--- config.mk ---
export PLATFORM = sky130hd
export DESIGN_NAME = conv_layer_top
export DESIGN_NICKNAME = d
export VERILOG_FILES = /design/src/hdl/conv_pkg.sv /design/src/hdl/conv_layer_top.sv /design/src/hdl/layer_sequencer.sv /design/src/hdl/mac_accumulator.sv /design/src/hdl/mem_arbiter.sv /design/src/hdl/patch_fetcher.sv /design/src/hdl/result_writer.sv /design/src/hdl/scratch_mem.sv
export SDC_FILE = /design/constraint.sdc
export NUM_CORES = 2
export LEC_CHECK = 0
export ABC_CLOCK_PERIOD_IN_PS = 14400
export BUFFER_PORTS_ARGS = -buffer_cell sky130_fd_sc_hd__buf_2
export CORE_MARGIN = 2
export CORE_UTILIZATION = 40
export CTS_CLUSTER_DIAMETER = 60
export DETAILED_ROUTE_END_ITERATION = 10
export PLACE_DENSITY = 0.53
export SLEW_MARGIN = 40
export SYNTH_ARGS = -nofsm -noshare
export SYNTH_HDL_FRONTEND = slang
export SYNTH_HIERARCHICAL = 1
export SYNTH_SLANG_ARGS = --single-unit
export TNS_END_PERCENT = 5
--- constraint.sdc ---
create_clock -name clk -period 14.4 [get_ports clk]
set_input_delay 0.72 -clock clk [delete_from_list [all_inputs] [get_ports clk]]
set_output_delay 0.72 -clock clk [all_outputs]
set_load 0.02 [all_outputs]
--- src/hdl/conv_pkg.sv ---
`default_nettype none

package conv_pkg;

    // feature map and kernel geometry
    localparam int MAP_SIZE = 4;
    localparam int KER_SIZE = 3;
    localparam int OUT_SIZE = 2;
    localparam int CIN_MAX  = 4;
    localparam int COUT_MAX = 4;

    // scratch memory map
    localparam int MEM_DEPTH = 256;
    localparam int FEAT_BASE = 0;
    localparam int WGT_BASE  = 64;
    localparam int OUT_BASE  = 208;

    // signed 16-bit output range
    localparam int SAT_MAX = 32767;
    localparam int SAT_MIN = -32768;

    typedef logic [7:0]         mem_addr_t;
    typedef logic [15:0]        mem_word_t;
    typedef logic signed [21:0] acc_t;
    typedef logic [1:0]         chan_t;

    typedef struct packed {
        logic      we;
        mem_addr_t addr;
        mem_word_t wdata;
    } mem_req_t;

    typedef struct packed {
        logic [2:0] num_cin;
        logic [2:0] num_cout;
    } layer_cfg_t;

    typedef struct packed {
        logic [7:0] pixel;
        logic [7:0] weight;
        logic [1:0] out_idx;
    } mac_op_t;

endpackage

`default_nettype wire

--- src/hdl/conv_layer_top.sv ---
`timescale 1ns/10ps
`default_nettype none

module conv_layer_top
(
    input  wire logic                 clk,
    input  wire logic                 rst_n,
    input  wire logic                 start,
    input  wire conv_pkg::layer_cfg_t cfg,
    output logic                      busy,
    output logic                      done,
    input  wire logic                 host_req,
    input  wire conv_pkg::mem_req_t   host_cmd,
    output logic                      host_ack,
    output conv_pkg::mem_word_t       host_rdata
);

    // arbiter slots: 0 host, 1 fetcher, 2 writer
    logic [2:0]          req;
    logic [2:0]          ack;
    conv_pkg::mem_req_t  cmd [3];
    conv_pkg::mem_word_t rdata;

    logic                mem_en;
    logic                mem_we;
    conv_pkg::mem_addr_t mem_addr;
    conv_pkg::mem_word_t mem_wdata;
    conv_pkg::mem_word_t mem_rdata;

    logic                fetch_start;
    logic                fetch_done;
    logic                acc_clear;
    logic                write_start;
    logic                write_done;
    conv_pkg::chan_t     cin_idx;
    conv_pkg::chan_t     cout_idx;
    logic                mac_valid;
    conv_pkg::mac_op_t   mac_op;
    conv_pkg::acc_t      acc [4];

    assign req[0]     = host_req;
    assign cmd[0]     = host_cmd;
    assign host_ack   = ack[0];
    assign host_rdata = rdata;

    layer_sequencer i_layer_sequencer (
        .clk         (clk),
        .rst_n       (rst_n),
        .start       (start),
        .cfg         (cfg),
        .busy        (busy),
        .done        (done),
        .fetch_start (fetch_start),
        .cin_idx     (cin_idx),
        .cout_idx    (cout_idx),
        .fetch_done  (fetch_done),
        .acc_clear   (acc_clear),
        .write_start (write_start),
        .write_done  (write_done)
    );

    patch_fetcher i_patch_fetcher (
        .clk       (clk),
        .rst_n     (rst_n),
        .start     (fetch_start),
        .cin_idx   (cin_idx),
        .cout_idx  (cout_idx),
        .done      (fetch_done),
        .req       (req[1]),
        .cmd       (cmd[1]),
        .ack       (ack[1]),
        .rdata     (rdata),
        .mac_valid (mac_valid),
        .mac_op    (mac_op)
    );

    mac_accumulator i_mac_accumulator (
        .clk       (clk),
        .rst_n     (rst_n),
        .clear     (acc_clear),
        .mac_valid (mac_valid),
        .mac_op    (mac_op),
        .acc       (acc)
    );

    result_writer i_result_writer (
        .clk      (clk),
        .rst_n    (rst_n),
        .start    (write_start),
        .cout_idx (cout_idx),
        .acc      (acc),
        .done     (write_done),
        .req      (req[2]),
        .cmd      (cmd[2]),
        .ack      (ack[2])
    );

    mem_arbiter i_mem_arbiter (
        .clk       (clk),
        .rst_n     (rst_n),
        .req       (req),
        .cmd       (cmd),
        .ack       (ack),
        .rdata     (rdata),
        .mem_en    (mem_en),
        .mem_we    (mem_we),
        .mem_addr  (mem_addr),
        .mem_wdata (mem_wdata),
        .mem_rdata (mem_rdata)
    );

    scratch_mem i_scratch_mem (
        .clk   (clk),
        .en    (mem_en),
        .we    (mem_we),
        .addr  (mem_addr),
        .wdata (mem_wdata),
        .rdata (mem_rdata)
    );

endmodule

`default_nettype wire

--- src/hdl/layer_sequencer.sv ---
`timescale 1ns/10ps
`default_nettype none

module layer_sequencer
(
    input  wire logic                 clk,
    input  wire logic                 rst_n,
    input  wire logic                 start,
    input  wire conv_pkg::layer_cfg_t cfg,
    output logic                      busy,
    output logic                      done,
    output logic                      fetch_start,
    output conv_pkg::chan_t           cin_idx,
    output conv_pkg::chan_t           cout_idx,
    input  wire logic                 fetch_done,
    output logic                      acc_clear,
    output logic                      write_start,
    input  wire logic                 write_done
);

    typedef enum logic [2:0] {
        S_IDLE,
        S_CHAN_LOAD,
        S_COUNT_IN,
        S_CONV,
        S_COUNT_OUT,
        S_WRITE
    } state_t;

    state_t               state;
    conv_pkg::layer_cfg_t cfg_q;
    logic                 last_cin;
    logic                 last_cout;

    assign last_cin  = ({1'b0, cin_idx} + 3'd1) >= cfg_q.num_cin;
    assign last_cout = ({1'b0, cout_idx} + 3'd1) >= cfg_q.num_cout;

    assign busy      = (state != S_IDLE);
    assign acc_clear = (state == S_CHAN_LOAD);

    always_ff @(posedge clk or negedge rst_n)
    begin
        if (!rst_n)
        begin
            state       <= S_IDLE;
            cfg_q       <= '0;
            cin_idx     <= '0;
            cout_idx    <= '0;
            done        <= 1'b0;
            fetch_start <= 1'b0;
            write_start <= 1'b0;
        end
        else
        begin
            done        <= 1'b0;
            fetch_start <= 1'b0;
            write_start <= 1'b0;
            case (state)
                S_IDLE:
                begin
                    if (start)
                    begin
                        cfg_q    <= cfg;
                        cout_idx <= '0;
                        state    <= S_CHAN_LOAD;
                    end
                end
                S_CHAN_LOAD:
                begin
                    // accumulators clear here, first input channel follows
                    cin_idx     <= '0;
                    fetch_start <= 1'b1;
                    state       <= S_CONV;
                end
                S_CONV:
                begin
                    if (fetch_done)
                        state <= S_COUNT_IN;
                end
                S_COUNT_IN:
                begin
                    if (last_cin)
                    begin
                        write_start <= 1'b1;
                        state       <= S_WRITE;
                    end
                    else
                    begin
                        cin_idx     <= cin_idx + 2'd1;
                        fetch_start <= 1'b1;
                        state       <= S_CONV;
                    end
                end
                S_WRITE:
                begin
                    if (write_done)
                        state <= S_COUNT_OUT;
                end
                S_COUNT_OUT:
                begin
                    if (last_cout)
                    begin
                        // busy drops in the same cycle as done
                        done  <= 1'b1;
                        state <= S_IDLE;
                    end
                    else
                    begin
                        cout_idx <= cout_idx + 2'd1;
                        state    <= S_CHAN_LOAD;
                    end
                end
                default:
                begin
                    state <= S_IDLE;
                end
            endcase
        end
    end

    // the fetcher only finishes work that was started from the convolve state
    assert property (@(posedge clk) disable iff (!rst_n)
        fetch_done |-> state == S_CONV);

endmodule

`default_nettype wire

--- src/hdl/mac_accumulator.sv ---
`timescale 1ns/10ps
`default_nettype none

module mac_accumulator
(
    input  wire logic              clk,
    input  wire logic              rst_n,
    input  wire logic              clear,
    input  wire logic              mac_valid,
    input  wire conv_pkg::mac_op_t mac_op,
    output conv_pkg::acc_t         acc [4]
);

    logic signed [15:0] product;

    assign product = $signed(mac_op.pixel) * $signed(mac_op.weight);

    always_ff @(posedge clk or negedge rst_n)
    begin
        if (!rst_n)
        begin
            for (int i = 0; i < 4; i++)
                acc[i] <= '0;
        end
        else if (clear)
        begin
            for (int i = 0; i < 4; i++)
                acc[i] <= '0;
        end
        else if (mac_valid)
        begin
            // product sign-extends into the wider sum
            acc[mac_op.out_idx] <= acc[mac_op.out_idx] + conv_pkg::acc_t'(product);
        end
    end

endmodule

`default_nettype wire

--- src/hdl/mem_arbiter.sv ---
`timescale 1ns/10ps
`default_nettype none

module mem_arbiter
(
    input  wire logic               clk,
    input  wire logic               rst_n,
    input  wire logic [2:0]         req,
    input  wire conv_pkg::mem_req_t cmd [3],
    output logic [2:0]              ack,
    output conv_pkg::mem_word_t     rdata,
    output logic                    mem_en,
    output logic                    mem_we,
    output conv_pkg::mem_addr_t     mem_addr,
    output conv_pkg::mem_word_t     mem_wdata,
    input  wire conv_pkg::mem_word_t mem_rdata
);

    typedef enum logic [1:0] {
        S_IDLE,
        S_ACCESS,
        S_ACK
    } state_t;

    state_t     state;
    logic [1:0] ptr;
    logic [1:0] grant;
    logic [1:0] winner;
    logic       found;

    // first requester at or after the pointer wins
    always_comb
    begin
        winner = ptr;
        found  = 1'b0;
        for (int k = 0; k < 3; k++)
        begin
            int idx;
            idx = int'(ptr) + k;
            if (idx >= 3)
                idx = idx - 3;
            if (!found && req[idx])
            begin
                found  = 1'b1;
                winner = 2'(idx);
            end
        end
    end

    always_ff @(posedge clk or negedge rst_n)
    begin
        if (!rst_n)
        begin
            state <= S_IDLE;
            ptr   <= '0;
            grant <= '0;
        end
        else
        begin
            case (state)
                S_IDLE:
                begin
                    if (found)
                    begin
                        grant <= winner;
                        ptr   <= (winner == 2'd2) ? 2'd0 : winner + 2'd1;
                        state <= S_ACCESS;
                    end
                end
                S_ACCESS:
                begin
                    state <= S_ACK;
                end
                S_ACK:
                begin
                    // hold until the requester releases
                    if (!req[grant])
                        state <= S_IDLE;
                end
                default:
                begin
                    state <= S_IDLE;
                end
            endcase
        end
    end

    assign mem_en    = (state == S_ACCESS);
    assign mem_we    = mem_en && cmd[grant].we;
    assign mem_addr  = cmd[grant].addr;
    assign mem_wdata = cmd[grant].wdata;
    assign ack       = (state == S_ACK) ? (3'b001 << grant) : 3'b000;
    // memory output holds between accesses
    assign rdata     = mem_rdata;

    for (genvar i = 0; i < 3; i++)
    begin : g_ack_chk
        assert property (@(posedge clk) disable iff (!rst_n)
            $rose(ack[i]) |-> req[i]);

        // a new request only once the previous ack is low
        assert property (@(posedge clk) disable iff (!rst_n)
            $rose(req[i]) |-> !ack[i]);
    end

endmodule

`default_nettype wire

--- src/hdl/patch_fetcher.sv ---
`timescale 1ns/10ps
`default_nettype none

module patch_fetcher
(
    input  wire logic                clk,
    input  wire logic                rst_n,
    input  wire logic                start,
    input  wire conv_pkg::chan_t     cin_idx,
    input  wire conv_pkg::chan_t     cout_idx,
    output logic                     done,
    output logic                     req,
    output conv_pkg::mem_req_t       cmd,
    input  wire logic                ack,
    input  wire conv_pkg::mem_word_t rdata,
    output logic                     mac_valid,
    output conv_pkg::mac_op_t        mac_op
);

    typedef enum logic [2:0] {
        S_IDLE,
        S_FEAT_REQ,
        S_FEAT_REL,
        S_WGT_REQ,
        S_WGT_REL
    } state_t;

    state_t              state;
    conv_pkg::chan_t     cin_q;
    conv_pkg::chan_t     cout_q;
    logic [1:0]          pos;
    logic [1:0]          kr;
    logic [1:0]          kc;
    logic [7:0]          pixel_q;
    logic                last_tap;
    conv_pkg::mem_addr_t feat_addr;
    conv_pkg::mem_addr_t wgt_addr;

    // pos is row*2 + col of the output
    assign feat_addr = conv_pkg::mem_addr_t'(conv_pkg::FEAT_BASE
        + int'(cin_q) * conv_pkg::MAP_SIZE * conv_pkg::MAP_SIZE
        + (int'(pos[1]) + int'(kr)) * conv_pkg::MAP_SIZE
        + int'(pos[0]) + int'(kc));
    assign wgt_addr  = conv_pkg::mem_addr_t'(conv_pkg::WGT_BASE
        + (int'(cout_q) * conv_pkg::CIN_MAX + int'(cin_q)) * conv_pkg::KER_SIZE
        * conv_pkg::KER_SIZE + int'(kr) * conv_pkg::KER_SIZE + int'(kc));

    assign last_tap = (pos == 2'(conv_pkg::OUT_SIZE * conv_pkg::OUT_SIZE - 1))
        && (kr == 2'(conv_pkg::KER_SIZE - 1)) && (kc == 2'(conv_pkg::KER_SIZE - 1));

    assign req       = (state == S_FEAT_REQ) || (state == S_WGT_REQ);
    assign cmd.we    = 1'b0;
    assign cmd.addr  = (state == S_FEAT_REQ) ? feat_addr : wgt_addr;
    assign cmd.wdata = '0;

    always_ff @(posedge clk or negedge rst_n)
    begin
        if (!rst_n)
        begin
            state     <= S_IDLE;
            done      <= 1'b0;
            mac_valid <= 1'b0;
            cin_q     <= '0;
            cout_q    <= '0;
            pos       <= '0;
            kr        <= '0;
            kc        <= '0;
        end
        else
        begin
            done      <= 1'b0;
            mac_valid <= 1'b0;
            case (state)
                S_IDLE:
                begin
                    if (start)
                    begin
                        cin_q  <= cin_idx;
                        cout_q <= cout_idx;
                        pos    <= '0;
                        kr     <= '0;
                        kc     <= '0;
                        state  <= S_FEAT_REQ;
                    end
                end
                S_FEAT_REQ:
                begin
                    if (ack)
                        state <= S_FEAT_REL;
                end
                S_FEAT_REL:
                begin
                    if (!ack)
                        state <= S_WGT_REQ;
                end
                S_WGT_REQ:
                begin
                    if (ack)
                    begin
                        mac_valid <= 1'b1;
                        state     <= S_WGT_REL;
                    end
                end
                S_WGT_REL:
                begin
                    if (!ack)
                    begin
                        if (last_tap)
                        begin
                            done  <= 1'b1;
                            state <= S_IDLE;
                        end
                        else
                        begin
                            // column, then row, then output position
                            if (kc == 2'(conv_pkg::KER_SIZE - 1))
                            begin
                                kc <= '0;
                                if (kr == 2'(conv_pkg::KER_SIZE - 1))
                                begin
                                    kr  <= '0;
                                    pos <= pos + 2'd1;
                                end
                                else
                                    kr <= kr + 2'd1;
                            end
                            else
                                kc <= kc + 2'd1;
                            state <= S_FEAT_REQ;
                        end
                    end
                end
                default:
                begin
                    state <= S_IDLE;
                end
            endcase
        end
    end

    always_ff @(posedge clk)
    begin
        if (state == S_FEAT_REQ && ack)
            pixel_q <= rdata[7:0];
        if (state == S_WGT_REQ && ack)
        begin
            mac_op.pixel   <= pixel_q;
            mac_op.weight  <= rdata[7:0];
            mac_op.out_idx <= pos;
        end
    end

endmodule

`default_nettype wire

--- src/hdl/result_writer.sv ---
`timescale 1ns/10ps
`default_nettype none

module result_writer
(
    input  wire logic            clk,
    input  wire logic            rst_n,
    input  wire logic            start,
    input  wire conv_pkg::chan_t cout_idx,
    input  wire conv_pkg::acc_t  acc [4],
    output logic                 done,
    output logic                 req,
    output conv_pkg::mem_req_t   cmd,
    input  wire logic            ack
);

    typedef enum logic [1:0] {
        S_IDLE,
        S_REQ,
        S_REL
    } state_t;

    state_t          state;
    conv_pkg::chan_t cout_q;
    logic [1:0]      idx;

    function automatic conv_pkg::mem_word_t saturate(conv_pkg::acc_t v);
        if (v > conv_pkg::SAT_MAX)
            return 16'h7fff;
        else if (v < conv_pkg::SAT_MIN)
            return 16'h8000;
        return v[15:0];
    endfunction

    assign req       = (state == S_REQ);
    assign cmd.we    = 1'b1;
    assign cmd.addr  = conv_pkg::mem_addr_t'(conv_pkg::OUT_BASE
        + int'(cout_q) * conv_pkg::OUT_SIZE * conv_pkg::OUT_SIZE + int'(idx));
    assign cmd.wdata = saturate(acc[idx]);

    always_ff @(posedge clk or negedge rst_n)
    begin
        if (!rst_n)
        begin
            state  <= S_IDLE;
            done   <= 1'b0;
            cout_q <= '0;
            idx    <= '0;
        end
        else
        begin
            done <= 1'b0;
            case (state)
                S_IDLE:
                begin
                    if (start)
                    begin
                        cout_q <= cout_idx;
                        idx    <= '0;
                        state  <= S_REQ;
                    end
                end
                S_REQ:
                begin
                    if (ack)
                        state <= S_REL;
                end
                S_REL:
                begin
                    // next word only once ack has dropped
                    if (!ack)
                    begin
                        if (idx == 2'd3)
                        begin
                            done  <= 1'b1;
                            state <= S_IDLE;
                        end
                        else
                        begin
                            idx   <= idx + 2'd1;
                            state <= S_REQ;
                        end
                    end
                end
                default:
                begin
                    state <= S_IDLE;
                end
            endcase
        end
    end

endmodule

`default_nettype wire

--- src/hdl/scratch_mem.sv ---
`timescale 1ns/10ps
`default_nettype none

module scratch_mem
(
    input  wire logic                clk,
    input  wire logic                en,
    input  wire logic                we,
    input  wire conv_pkg::mem_addr_t addr,
    input  wire conv_pkg::mem_word_t wdata,
    output conv_pkg::mem_word_t      rdata
);

    conv_pkg::mem_word_t mem [conv_pkg::MEM_DEPTH];

    // read data registered, held while not enabled
    always_ff @(posedge clk)
    begin
        if (en)
        begin
            if (we)
                mem[addr] <= wdata;
            else
                rdata <= mem[addr];
        end
    end

endmodule

`default_nettype wire
==> results.json <==
{
  "outcome": "completed",
  "required_ps": 15070,
  "synthXorXnorAreaFrac": 0.00191,
  "seqCellArea_sq_mm": 0.128,
  "ys_seq_area_frac": 0.756,
  "yosys.area_share.simple": 0.0166,
  "worstSetupEndpointType": "flip-flop",
  "drive_gt1_frac": 0.267,
  "vias_per_cell": 5.87,
  "numCtsBuffers": 444,
  "worst_pin_slew_ps": 995,
  "grt_usage": 0.216,
  "wirelength_mm": 467,
  "dpl-instance-area_sq_mm": 0.179,
  "finClkSkew_ps": 62.3,
  "dr.pass1.iters": 6,
  "synth_top_cell_area_share": 0.736,
  "cts.path.max_buffers": 4,
  "multi_input_area_sq_mm": 0.0398,
  "drt_iter0_drc": 10000,
  "rows": 238,
  "nFillCells": 34900,
  "grt_max_degree": 177,
  "die-area_sq_mm": 0.427,
  "dp_hpwl_mm": 276,
  "routedWlPerCell_um": 32.4,
  "finalCritPeriodShare": 0.516,
  "p_leak_uw": 0.0607,
  "preCtsSetupSlack_ps": 7080,
  "yosysUniqueCellTypes": 83,
  "crit_type": "flip-flop to flip-flop",
  "slew_violations": 0,
  "vias": 84600,
  "grt_pass1_vias": 84700,
  "crit_fanout": 88,
  "yosys.area_share.adder": 0.0187,
  "synth_area_leader_cell": "edfxtp_1",
  "synth_seq_cells": 4270,
  "numPortBuffers": 53,
  "clock_sinks": 4270,
  "fin_crit_ps": 7440,
  "synth_edf_count": 4138,
  "yosys_warnings": 6,
  "fp.coreArea_sq_mm": 0.420,
  "place_congestion": 0.828,
  "relSlewSlack": 0.337,
  "grt_overflow": 0,
  "layout.nets": 8611,
  "die_y_um": 653,
  "remaining_drc_errors": 0,
  "dieWidth_um": 653,
  "p_total_uw": 40400,
  "setup_violations": 0,
  "synth_top_family_by_area": "multiplexers",
  "cts-root-buf": "clkbuf_16",
  "fin_setup_tns_ps": 0,
  "synth_compound_area_frac": 0.0446,
  "synthTopCellsByArea": "edfxtp_1 74%, mux4_2 14%, a22oi_1 2.3%",
  "power_density_mw_per_mm2": 209,
  "ant_nets": 0,
  "vdd_drop_max_v": 0.000242,
  "antenna_found_initial": 14,
  "fmax_mhz": 134,
  "grt_first_pass_wirelength_mm": 660,
  "async_flop_share": 0.0309,
  "drv_cap": 0,
  "synthFlopType": "edfxtp_1",
  "insertion_delay_ps": 1000,
  "hold_path.class": "input port to flip-flop",
  "setup_ws_ps": 6960,
  "io_pins": 54,
  "cts_setup_buffers": 0,
  "htree_levels": 5,
  "synth_cells": 7944,
  "arrival_ps": 8100,
  "start_kind": "flip-flop",
  "syn-cell-area_sq_mm": 0.169,
  "synthMuxAreaShare": 0.146,
  "hold_viol_final": 0,
  "cts_tree": "done",
  "avgSynthCellArea_sq_um": 21.2,
  "cts.clk_slew.worst_paths_ps": 60,
  "rsz0062_at_grt": "false",
  "start_util": 0.402,
  "final_area_sq_mm": 0.193,
  "area_growth_pct": 14.5
}
==> per-layer routing <==
| layer | wire length [um] | vias to the layer above | GRT usage | part of all wire |
|---|---|---|---|---|
| met4 | 13700 | 4 | 0.0617 | 0.029 |
| met5 | 27 | - | 0 | 0.000058 |
| met2 | 223000 | 3359 | 0.344 | 0.48 |
| met1 | 197000 | 46300 | 0.310 | 0.42 |
| li1 | - | 34300 | - | - |
| met3 | 33300 | 614 | 0.0318 | 0.071 |
==> layout by cell type (no fill, tap or decap), drive strengths merged, types with 7 or more instances in the layout <==
cell type	synthesis	layout
fa	100	100
xnor2	30	30
clkinvlp	0	9
nor3b	24	24
a21oi	287	287
mux2i	41	41
conb	3	22
and3	9	9
mux4	1067	1067
edfxtp	4138	4138
o41ai	64	64
mux2	12	12
o21ai	71	71
nor2b	20	20
nand4	23	23
o22a	18	18
a22o	75	75
nor3	17	17
and2	43	43
clkinv	1	192
dfrtp	132	132
bufinv	0	27
a22oi	515	515
buf	204	473
nand3	14	14
dlygate4sd3	0	7
nand2b	10	10
ha	92	92
inv	124	143
nand2	124	124
clkbuf	304	552
nor2	295	295
diode	0	38
==> sequential cells by signal (all words and copies together), names as in the netlist, 3 cells and up <==
register                 flops
i_patch_fetcher/mac_op      18
i_scratch_mem/rdata         16
i_patch_fetcher/state        3
i_patch_fetcher/pixel_q      8
i_layer_sequencer/cfg_q      6
i_layer_sequencer/state      3
i_mac_accumulator/acc       88
i_scratch_mem/mem         4096
==> worst paths after layout <==
kind                                                 startpoint                                   endpoint  slack, ps  depth (start not counted)
min reg2reg                i_patch_fetcher/pixel_q[4]$_DFFE_PP_       i_patch_fetcher/mac_op[14]$_DFFE_PP_        420                          0
max                        i_patch_fetcher/cin_q[0]$_DFFE_PN0P_        i_scratch_mem/mem[218][8]$_DFFE_PP_       6960                         20
max in group asynchronous                                 rst_n      i_mac_accumulator/acc[15]$_DFFE_PN0P_      12930                          3
min in group asynchronous                                 rst_n     i_layer_sequencer/cfg_q[1]$_DFFE_PN0P_        270                          2
min                                                       start  i_layer_sequencer/cout_idx[1]$_DFFE_PN0P_        110                          4
max reg2reg                i_patch_fetcher/cin_q[0]$_DFFE_PN0P_        i_scratch_mem/mem[218][8]$_DFFE_PP_       6960                         20
==> worst max-delay path: stages (launching register included) <==
cell and delay (ps):
dfrtp_1 460, ha_1 260, inv_1 70, fa_1 460, fa_1 530, inv_1 50
ha_1 290, ha_1 340, fa_1 480, xor2_1 160, nor2_1 60, a21oi_1 150
nand2_1 70, o21ai_0 300, nor2b_4 680, buf_4 560, buf_12 490, nand2_2 230
buf_4 400, nor2_1 570, buf_4 310
==> synthesized netlist by cell type, types with 5 or more instances <==
cell	n
edfxtp_1	4138
mux4_2	1063
a22oi_1	515
clkbuf_1	304
nor2_1	293
a21oi_1	286
dfrtp_1	132
inv_1	123
nand2_1	123
buf_2	101
fa_1	100
ha_1	92
a22o_1	75
o21ai_0	64
o41ai_1	64
buf_4	53
buf_1	45
and2_1	42
mux2i_1	41
xnor2_1	30
nand4_1	23
nor3b_1	23
nor2b_1	19
nor3_1	17
o22a_1	17
nand3_1	14
nand2b_1	10
and3_1	8
mux2_2	8
o21ai_1	7
a21o_1	6
o21a_1	6
o22ai_1	6
a31oi_1	5
buf_6	5
o21bai_1	5
o31ai_1	5
xor2_1	5
==> final cells by class <==
cell class | instances | area share
Antenna cell | 38 | 0.000492
Clock buffer | 549 | 0.0603
Clock inverter | 246 | 0.0110
Inverter | 125 | 0.00243
Multi-Input combinational cell | 3060 | 0.206
Sequential cell | 4270 | 0.660
Tap cell | 5640 | 0.0365
Timing Repair Buffer | 483 | 0.0232
==> report_power, final <==
| part | leakage, uW | internal, uW | total [uW] | switching (uW) |
|---|---|---|---|---|
| clock network | 0.00670 | 6210 | 11000 | 4760 |
| registers | 0.0392 | 16700 | 16900 | 196 |
| logic | 0.0148 | 3710 | 12500 | 8830 |
| total | 0.0607 | 26600 | 40400 | 13800 |
==> stage by stage <==
stage                     utilization  instances  hold slack (ps)
after floorplan                     -       7963              400
after global placement          0.423      13500              405
after detailed placement        0.426      13600              406
after CTS                       0.459      14400             18.9
after global routing            0.460      14400              102
final                           0.460      14400              113
==> cell families (layout without fill, tap and decap cells) <==
group                      after synthesis  after routing
buffers and inverters                  633           1403
muxes                                 1120           1120
AOI/OAI and AO/OA                     1088           1088
other                                    3             60
and+or+nand+nor                        602            602
xor gates and xnor gates                36             36
DFF                                   4270           4270
adders and majority gates              192            192
==> repair_timing <==
item,4_1_cts,5_1_grt
resized for setup,0,0
setup endpoints to repair,0,0
hold buffers,7,0
endpoints found under the hold margin,61,0
Power figures use the tool's default switching activity.
